==> src/rtl/csr_pkg.sv <==
// shared types and constants for the machine-mode CSR slice
// only machine-level CSRs of a single hart are described here
package csr_pkg;

    // data word for registers and CSRs
    typedef logic [31:0] xlen_t;

    // CSR address field of a Zicsr instruction
    typedef logic [11:0] csr_addr_t;

    // integer register index
    typedef logic [4:0] reg_idx_t;

    // raw instruction word
    typedef logic [31:0] instr_t;

    // SYSTEM major opcode
    localparam logic [6:0] OPC_SYSTEM = 7'h73;

    // implemented machine CSRs
    localparam csr_addr_t CSR_MSTATUS  = 12'h300;
    localparam csr_addr_t CSR_MIE      = 12'h304;
    localparam csr_addr_t CSR_MTVEC    = 12'h305;
    localparam csr_addr_t CSR_MSCRATCH = 12'h340;
    localparam csr_addr_t CSR_MEPC     = 12'h341;
    localparam csr_addr_t CSR_MCAUSE   = 12'h342;
    // read-only, bits 11:10 are 2'b11
    localparam csr_addr_t CSR_CYCLE    = 12'hC00;
    localparam csr_addr_t CSR_MHARTID  = 12'hF14;

    // mstatus: only MIE (bit 3) and MPIE (bit 7)
    localparam xlen_t MSTATUS_WMASK = 32'h0000_0088;

    // mie: MSIE, MTIE, MEIE
    localparam xlen_t MIE_WMASK = 32'h0000_0888;

    // direct mode only, base is word aligned
    localparam xlen_t MTVEC_WMASK = 32'hFFFF_FFFC;

    // no compressed instructions, so mepc is word aligned
    localparam xlen_t MEPC_WMASK = 32'hFFFF_FFFC;

endpackage

==> src/rtl/csr_decode.sv <==
// Zicsr field decode, purely combinational
// funct3 of 0 or 4 is not a CSR op and gives no request
module csr_decode (
    input  logic              instr_valid_i,
    input  csr_pkg::instr_t   instr_i,
    input  csr_pkg::xlen_t    rs1_data_i,

    output logic              req_csr_o,
    output logic              csrrw_o,
    output logic              csrrs_o,
    output logic              csrrc_o,
    output csr_pkg::xlen_t    csr_op1_o,
    output csr_pkg::csr_addr_t csr_addr_o,
    output csr_pkg::reg_idx_t rd_idx_o,
    output logic              rd_intent_o,
    output logic              ro_write_o
);
    import csr_pkg::*;

    // raw instruction fields
    logic [6:0] opcode;
    logic [2:0] funct3;
    reg_idx_t   rs1_field;
    reg_idx_t   rd_field;
    csr_addr_t  addr_field;

    // internal intents
    logic       is_system;
    logic       is_csr_funct;
    logic       use_imm;
    logic       wr_intent;

    assign opcode     = instr_i[6:0];
    assign rd_field   = instr_i[11:7];
    assign funct3     = instr_i[14:12];
    // rs1 index, or uimm for the immediate forms
    assign rs1_field  = instr_i[19:15];
    assign addr_field = instr_i[31:20];

    assign is_system = (opcode == OPC_SYSTEM);

    // 0 is ecall/ebreak/mret space, 4 is reserved
    assign is_csr_funct = (funct3[1:0] != 2'b00);

    assign req_csr_o = instr_valid_i && is_system && is_csr_funct;

    // low two bits pick the op, bit 2 picks immediate
    assign csrrw_o = req_csr_o && (funct3[1:0] == 2'b01);
    assign csrrs_o = req_csr_o && (funct3[1:0] == 2'b10);
    assign csrrc_o = req_csr_o && (funct3[1:0] == 2'b11);

    assign use_imm = funct3[2];

    // uimm is zero-extended to a full word
    always_comb begin
        if (use_imm) begin
            csr_op1_o = xlen_t'(rs1_field);
        end else begin
            csr_op1_o = rs1_data_i;
        end
    end

    assign csr_addr_o = addr_field;
    assign rd_idx_o   = rd_field;

    // x0 destination means no register write
    assign rd_intent_o = (rd_field != '0);

    // rs/rc with x0 or uimm 0 is a pure read
    assign wr_intent = csrrw_o || ((csrrs_o || csrrc_o) && (rs1_field != '0));

    // top two address bits 11 mark a read-only CSR
    assign ro_write_o = wr_intent && (addr_field[11:10] == 2'b11);

endmodule

==> src/rtl/csr_regfile.sv <==
// machine CSR storage, writes commit at the clock edge of the request
// cycle and mhartid are read-only and ignore csr_we_i
module csr_regfile #(
    parameter csr_pkg::xlen_t HART_ID     = '0,
    parameter csr_pkg::xlen_t MTVEC_RESET = '0
) (
    input  logic               clk,
    input  logic               reset_i,
    input  logic               csr_we_i,
    input  csr_pkg::csr_addr_t csr_addr_i,
    input  csr_pkg::xlen_t     csr_wdata_i,

    output csr_pkg::xlen_t     csr_rdata_o,
    output logic               addr_hit_o
);
    import csr_pkg::*;

    // stored CSRs
    xlen_t mstatus_q;
    xlen_t mie_q;
    xlen_t mtvec_q;
    xlen_t mscratch_q;
    xlen_t mepc_q;
    xlen_t mcause_q;
    xlen_t cycle_q;

    // masked bits take the new value, the rest stay put
    function automatic xlen_t apply_mask(xlen_t old_val, xlen_t new_val, xlen_t mask);
        apply_mask = (new_val & mask) | (old_val & ~mask);
    endfunction

    // read decode
    always_comb begin
        csr_rdata_o = '0;
        addr_hit_o  = 1'b1;
        case (csr_addr_i)
            CSR_MSTATUS:  csr_rdata_o = mstatus_q;
            CSR_MIE:      csr_rdata_o = mie_q;
            CSR_MTVEC:    csr_rdata_o = mtvec_q;
            CSR_MSCRATCH: csr_rdata_o = mscratch_q;
            CSR_MEPC:     csr_rdata_o = mepc_q;
            CSR_MCAUSE:   csr_rdata_o = mcause_q;
            CSR_CYCLE:    csr_rdata_o = cycle_q;
            CSR_MHARTID:  csr_rdata_o = HART_ID;
            default: begin
                // not implemented
                addr_hit_o = 1'b0;
            end
        endcase
    end

    // writable CSRs
    always_ff @(posedge clk) begin
        if (reset_i) begin
            mstatus_q  <= '0;
            mie_q      <= '0;
            mtvec_q    <= MTVEC_RESET;
            mscratch_q <= '0;
            mepc_q     <= '0;
            mcause_q   <= '0;
        end else if (csr_we_i) begin
            case (csr_addr_i)
                CSR_MSTATUS: begin
                    mstatus_q <= apply_mask(mstatus_q, csr_wdata_i, MSTATUS_WMASK);
                end
                CSR_MIE: begin
                    mie_q <= apply_mask(mie_q, csr_wdata_i, MIE_WMASK);
                end
                CSR_MTVEC: begin
                    // low bits forced to zero
                    mtvec_q <= csr_wdata_i & MTVEC_WMASK;
                end
                CSR_MSCRATCH: begin
                    mscratch_q <= csr_wdata_i;
                end
                CSR_MEPC: begin
                    mepc_q <= csr_wdata_i & MEPC_WMASK;
                end
                CSR_MCAUSE: begin
                    mcause_q <= csr_wdata_i;
                end
                default: begin
                    // read-only or unmapped, nothing stored
                end
            endcase
        end
    end

    // free-running cycle counter, wraps at 2^32
    always_ff @(posedge clk) begin
        if (reset_i) begin
            cycle_q <= '0;
        end else begin
            cycle_q <= cycle_q + 32'd1;
        end
    end

endmodule

==> src/rtl/csr_subsys_top.sv <==
// CSR slice top: decode, execute, CSR file and write-back stage
// one instruction per cycle, result one cycle later, no back-pressure
module csr_subsys_top #(
    parameter csr_pkg::xlen_t HART_ID     = '0,
    parameter csr_pkg::xlen_t MTVEC_RESET = '0
) (
    input  logic              clk,
    input  logic              reset_i,
    input  logic              instr_valid_i,
    input  csr_pkg::instr_t   instr_i,
    input  csr_pkg::xlen_t    rs1_data_i,
    input  logic              int_assert_i,

    output logic              rd_we_o,
    output csr_pkg::reg_idx_t rd_addr_o,
    output csr_pkg::xlen_t    rd_wdata_o,
    output logic              illegal_o
);
    import csr_pkg::*;

    // decode to execute
    logic      req_csr;
    logic      csrrw;
    logic      csrrs;
    logic      csrrc;
    xlen_t     csr_op1;
    csr_addr_t csr_addr;
    reg_idx_t  rd_idx;
    logic      rd_intent;
    logic      ro_write;

    // CSR file lookup
    xlen_t     csr_rdata;
    logic      addr_hit;

    // execute outputs
    logic      csr_we;
    xlen_t     csr_wdata;
    logic      rd_we;
    xlen_t     reg_wdata;
    logic      illegal;

    csr_decode u_decode (
        .instr_valid_i (instr_valid_i),
        .instr_i       (instr_i),
        .rs1_data_i    (rs1_data_i),
        .req_csr_o     (req_csr),
        .csrrw_o       (csrrw),
        .csrrs_o       (csrrs),
        .csrrc_o       (csrrc),
        .csr_op1_o     (csr_op1),
        .csr_addr_o    (csr_addr),
        .rd_idx_o      (rd_idx),
        .rd_intent_o   (rd_intent),
        .ro_write_o    (ro_write)
    );

    exu_csr_unit u_exu (
        .req_csr_i    (req_csr),
        .csrrw_i      (csrrw),
        .csrrs_i      (csrrs),
        .csrrc_i      (csrrc),
        .rd_intent_i  (rd_intent),
        .ro_write_i   (ro_write),
        .addr_hit_i   (addr_hit),
        .int_assert_i (int_assert_i),
        .csr_op1_i    (csr_op1),
        .csr_rdata_i  (csr_rdata),
        .csr_we_o     (csr_we),
        .rd_we_o      (rd_we),
        .illegal_o    (illegal),
        .csr_wdata_o  (csr_wdata),
        .reg_wdata_o  (reg_wdata)
    );

    // read is combinational, write lands at the next edge
    csr_regfile #(
        .HART_ID     (HART_ID),
        .MTVEC_RESET (MTVEC_RESET)
    ) u_regfile (
        .clk         (clk),
        .reset_i     (reset_i),
        .csr_we_i    (csr_we),
        .csr_addr_i  (csr_addr),
        .csr_wdata_i (csr_wdata),
        .csr_rdata_o (csr_rdata),
        .addr_hit_o  (addr_hit)
    );

    csr_writeback u_wb (
        .clk        (clk),
        .reset_i    (reset_i),
        .rd_we_i    (rd_we),
        .illegal_i  (illegal),
        .rd_idx_i   (rd_idx),
        .rd_wdata_i (reg_wdata),
        .rd_we_o    (rd_we_o),
        .illegal_o  (illegal_o),
        .rd_addr_o  (rd_addr_o),
        .rd_wdata_o (rd_wdata_o)
    );

endmodule

==> src/rtl/csr_writeback.sv <==
// result stage, one register between execute and the write-back port
// address and data only update on a real register write
module csr_writeback (
    input  logic              clk,
    input  logic              reset_i,
    input  logic              rd_we_i,
    input  logic              illegal_i,
    input  csr_pkg::reg_idx_t rd_idx_i,
    input  csr_pkg::xlen_t    rd_wdata_i,

    output logic              rd_we_o,
    output logic              illegal_o,
    output csr_pkg::reg_idx_t rd_addr_o,
    output csr_pkg::xlen_t    rd_wdata_o
);

    // strobes, one cycle each
    always_ff @(posedge clk) begin
        if (reset_i) begin
            rd_we_o   <= 1'b0;
            illegal_o <= 1'b0;
        end else begin
            rd_we_o   <= rd_we_i;
            illegal_o <= illegal_i;
        end
    end

    // payload holds between writes
    always_ff @(posedge clk) begin
        if (rd_we_i) begin
            rd_addr_o  <= rd_idx_i;
            rd_wdata_o <= rd_wdata_i;
        end
    end

endmodule

==> src/rtl/exu_csr_unit.sv <==
// CSR execute: new CSR value and old value returned as register data
// int_assert_i cancels the instruction completely, no illegal flag either
module exu_csr_unit (
    input  logic           req_csr_i,
    input  logic           csrrw_i,
    input  logic           csrrs_i,
    input  logic           csrrc_i,
    input  logic           rd_intent_i,
    input  logic           ro_write_i,
    input  logic           addr_hit_i,
    input  logic           int_assert_i,
    input  csr_pkg::xlen_t csr_op1_i,
    input  csr_pkg::xlen_t csr_rdata_i,

    output logic           csr_we_o,
    output logic           rd_we_o,
    output logic           illegal_o,
    output csr_pkg::xlen_t csr_wdata_o,
    output csr_pkg::xlen_t reg_wdata_o
);

    // request that survives interrupt gating
    logic active;

    assign active = req_csr_i && !int_assert_i;

    // unknown address or write to read-only space
    assign illegal_o = active && (!addr_hit_i || ro_write_i);

    // pure reads write the old value back, harmless
    assign csr_we_o = active && !illegal_o;
    assign rd_we_o  = csr_we_o && rd_intent_i;

    always_comb begin
        csr_wdata_o = '0;
        reg_wdata_o = '0;
        if (csr_we_o) begin
            // every CSR op returns the old value
            reg_wdata_o = csr_rdata_i;
            if (csrrw_i) begin
                csr_wdata_o = csr_op1_i;
            end else if (csrrs_i) begin
                // set bits
                csr_wdata_o = csr_rdata_i | csr_op1_i;
            end else if (csrrc_i) begin
                // clear bits
                csr_wdata_o = csr_rdata_i & ~csr_op1_i;
            end
        end
    end

endmodule

==> config.mk <==
export PLATFORM = sky130hd
export DESIGN_NAME = csr_subsys_top
export DESIGN_NICKNAME = d
export VERILOG_FILES = /design/src/rtl/csr_pkg.sv /design/src/rtl/csr_decode.sv /design/src/rtl/csr_regfile.sv /design/src/rtl/csr_subsys_top.sv /design/src/rtl/csr_writeback.sv /design/src/rtl/exu_csr_unit.sv
export SDC_FILE = /design/constraint.sdc
export NUM_CORES = 1
export LEC_CHECK = 0
export ABC_AREA = 1
export BUFFER_PORTS_ARGS = -buffer_cell sky130_fd_sc_hd__buf_2
export CAP_MARGIN = 20
export CORE_AREA = 8 8 216 218
export CTS_BUF_LIST = sky130_fd_sc_hd__clkbuf_8 sky130_fd_sc_hd__clkbuf_16
export CTS_CLUSTER_SIZE = 30
export DETAILED_ROUTE_END_ITERATION = 16
export DIE_AREA = 0 0 224 226
export GPL_TIMING_DRIVEN = 0
export PLACE_DENSITY = 0.46
export SETUP_SLACK_MARGIN = 0.02
export SYNTH_ARGS = -nofsm -noshare
export SYNTH_HDL_FRONTEND = slang
export SYNTH_SLANG_ARGS = --single-unit
==> constraint.sdc <==
create_clock -name clk -period 7.8 [get_ports clk]
set_clock_uncertainty 0.05 [all_clocks]
set_input_delay 1.56 -clock clk [delete_from_list [all_inputs] [get_ports clk]]
set_output_delay 1.56 -clock clk [all_outputs]
set_load 0.02 [all_outputs]
==> impl_metrics.py <==
metrics = {
    "status": {
        "status": "completed",
    },
    "global_routing": {
        "grt_pass1_wl_mm": 68.8,
        "grt_pass1_vias": 11000,
        "grt-ovfl-total": 0,
        "grt_max_degree": 22,
        "grtUsageTotal_pct": 18.0,
        "antenna_found_initial": 3,
    },
    "clock_tree": {
        "clockRootBuffer": "clkbuf_16",
        "clk_latency_ns": 0.45,
        "htreeDepth": 4,
        "cts_setup_buffers": 0,
        "cts_sinks": 200,
        "cts_tree": "done",
        "postCtsHoldBufs": 0,
        "cts_buffers": 17,
        "clkSlewWorstSetupHoldPaths_ns": 0.07,
        "cts.path.max_buffers": 2,
        "cts_resized": 0,
    },
    "yosys": {
        "syn_nets": 1654,
        "synth-adder-area-share_pct": 0.117,
        "synthMuxAreaShare_pct": 0.187,
        "synth_edf_count": 37,
        "synth-seq-cells": 200,
        "seq_area_frac_synth_pct": 40.9,
        "yosysUniqueCellTypes": 37,
        "async_flop_share_pct": 0,
        "ys.flop_type": "dfxtp_1",
        "syn_area_um2": 10700,
        "synth_top_family_by_area": "simple AND/OR/NAND/NOR gates",
        "synth_xor_area_share_pct": 0.164,
        "avgSynthCellArea_um2": 6.75,
        "yosys.area_share.simple_pct": 38.2,
        "synth_compound_area_share_pct": 13.9,
        "synthCells": 1585,
        "yosysWarnings": 0,
    },
    "timing": {
        "max_freq_mhz": 228,
        "period_share_pct": 56.2,
        "slew_viol_final": 0,
        "finalHoldViolCount": 0,
        "tightest_slew_ns": 0.949,
        "fin_tns_setup_ns": 0,
        "grt_setup_unrepaired": "no",
        "setup_viol": 0,
        "period_needed_ns": 4.38,
        "relSlewSlack_pct": 36.7,
    },
    "routing": {
        "met1Wirelength_mm": 21.2,
        "vias": 11500,
        "met3RoutedLength_mm": 3.71,
        "wl_per_cell_um": 20.2,
        "drtPass1Iterations": 5,
        "ant_nets": 0,
        "wl_met2_mm": 20.6,
        "drc": 0,
        "drt-initial-drc-count": 1226,
        "viasPerCell": 4.96,
        "drt_wl_total_mm": 46.7,
        "top_layer": "met5",
    },
    "final_layout": {
        "layout-drive-gt1-share_pct": 12.5,
        "fillers": 4878,
        "fin_nets": 1778,
        "design_area_um2": 12600,
        "final_common_cell": "nand2_1",
        "multiInputGateArea_um2": 5640,
        "ff_latch_area_um2": 4370,
        "area_growth_pct": 17.4,
        "final_cell_mix": "nand2_1 (485), nand3_1 (254), a21oi_1 (166)",
    },
    "hold_path": {
        "hold_path_class": "flip-flop to flip-flop",
        "min_path_cells": 2,
        "hp-start": "u_regfile.mepc_q[8]",
    },
    "die": {
        "design.die.area_um2": 50600,
        "die_x_um": 224,
        "start_util_pct": 24.6,
        "io_pins": 107,
        "fp-row-count": 77,
        "die_y_um": 226,
        "core_area_um2": 43500,
    },
    "critical_path": {
        "critical_path.max_fanout": 21,
        "r2r-start": "u_regfile.cycle_q[0]",
        "worst-r2r-cell-count": 11,
        "worstSetupPathType": "primary input to flip-flop",
        "cp.required_ns": 7.89,
        "arrival_ns": 4.48,
        "cp-start-kind": "primary input",
        "worstSetupEndpointType": "flip-flop",
        "cp-startpoint": "instr_i[25]",
    },
    "pwr": {
        "powerDensity_nw_per_um2": 163,
        "ir_drop_uv": 150,
        "power_leakage_nw": 4.51,
    },
    "flow_run": {
        "cap_violations": 0,
    },
    "placement": {
        "dpl.hpwl_mm": 33.4,
        "dpl_cell_area_um2": 12000,
        "gp_congestion": 0.889,
        "port_buffers": 104,
    },
}
[metal layers]
metal / track usage (%) / up-vias
met1: 24.6 / 5349
met4: 5.90 / 4
met2: 28.3 / 485
met3: 3.54 / 70
li1: - / 5582
met5: 0 / -
[metrics by stage]
step / util (%) / std cells / hold WS [ns] / power, mW / worst slack (ns)
floorplan: - / 1585 / 0.391 / 1.12 / 2.71
global placement: 27.5 / 2281 / 0.403 / 1.17 / 0.135
detailed placement: 27.6 / 2282 / 0.406 / 1.17 / 2.90
CTS: 28.9 / 2314 / 0.417 / 2.06 / 3.37
global route: 28.9 / 2315 / 0.434 / 2.11 / 3.18
finish: 28.9 / 2315 / 0.417 / 2.05 / 3.42
[area by class of cell]
type	instances	area share, %
Clock buffer	19	3.61
Multi-Input combinational cell	1217	44.9
Clock inverter	13	0.876
Buffer	101	3.61
Timing Repair Buffer	105	4.30
Tap cell	592	5.90
Antenna cell	1	0.0199
Sequential cell	200	34.8
Inverter	67	2.00
[power by group]
group | switching (mW) | internal, mW
Sequential | 0.00213 | 1.05
Clock | 0.462 | 0.437
Combinational | 0.0747 | 0.0243
[synthesized netlist by cell type (2+ instances only)]
cell type  count  share of area, %
nand2_1      485                17
nand3_1      254                12
a21oi_1      167               7.8
dfxtp_1      163                30
nor2_1       103               3.6
o21ai_0       71               3.3
inv_1         63               2.2
clkbuf_1      58               2.0
edfxtp_1      37                10
buf_2         35               1.6
nor3_1        34               1.6
a31oi_1       23               1.3
nor2_2        20               1.2
nor2_4        11               1.2
nand4_1       10              0.58
a221oi_1       8              0.65
nor3b_1        5              0.35
buf_1          3              0.11
buf_6          3              0.32
nand3b_1       3              0.21
o21a_1         3              0.21
a211oi_1       2              0.14
a22o_1         2              0.16
buf_4          2              0.14
clkinv_1       2             0.070
inv_2          2             0.070
mux2i_1        2              0.19
nand2_2        2              0.12
nand3_2        2              0.19
o211ai_1       2              0.14
xor2_1         2              0.16
[kinds of logic (layout without fill, tap and decap cells)]
family,after synthesis,in the layout
simple gates,933,933
compound gates,279,279
flops,200,200
buf+inv,168,305
xor+xnor,2,2
mux,2,2
fa+ha+maj,1,1
other cells,0,1
[state kept, by name (all words and copies together) (netlist names)]
register,count
u_wb.illegal_o,1
u_regfile.mie_q,3
u_regfile.mepc_q,30
u_regfile.mstatus_q,2
u_wb.rd_addr_o,5
u_wb.rd_wdata_o,32
u_regfile.mscratch_q,32
u_regfile.cycle_q,32
u_regfile.mcause_q,32
u_regfile.mtvec_q,30
u_wb.rd_we_o,1
[path summary, 6_finish.rpt]
check / end / slack, ns
hold / removal: u_regfile.mepc_q[8] / 0.42
hold reg to reg: u_regfile.mepc_q[8] / 0.42
setup / recovery: u_wb.rd_wdata_o[19] / 3.42
setup reg to reg: u_regfile.cycle_q[30] / 5.37
[worst max-delay path, cell delays in order]
cell	delay (ns)
buf_2	0.11
nor2_1	0.13
nand2_1	0.11
inv_1	0.37
nand3_2	0.37
nand2_1	0.14
inv_1	0.06
nand3_2	0.10
nand3_4	0.17
buf_6	0.24
buf_2	0.24
a21oi_4	0.58
buf_12	0.26
Power figures use the tool's default switching activity.
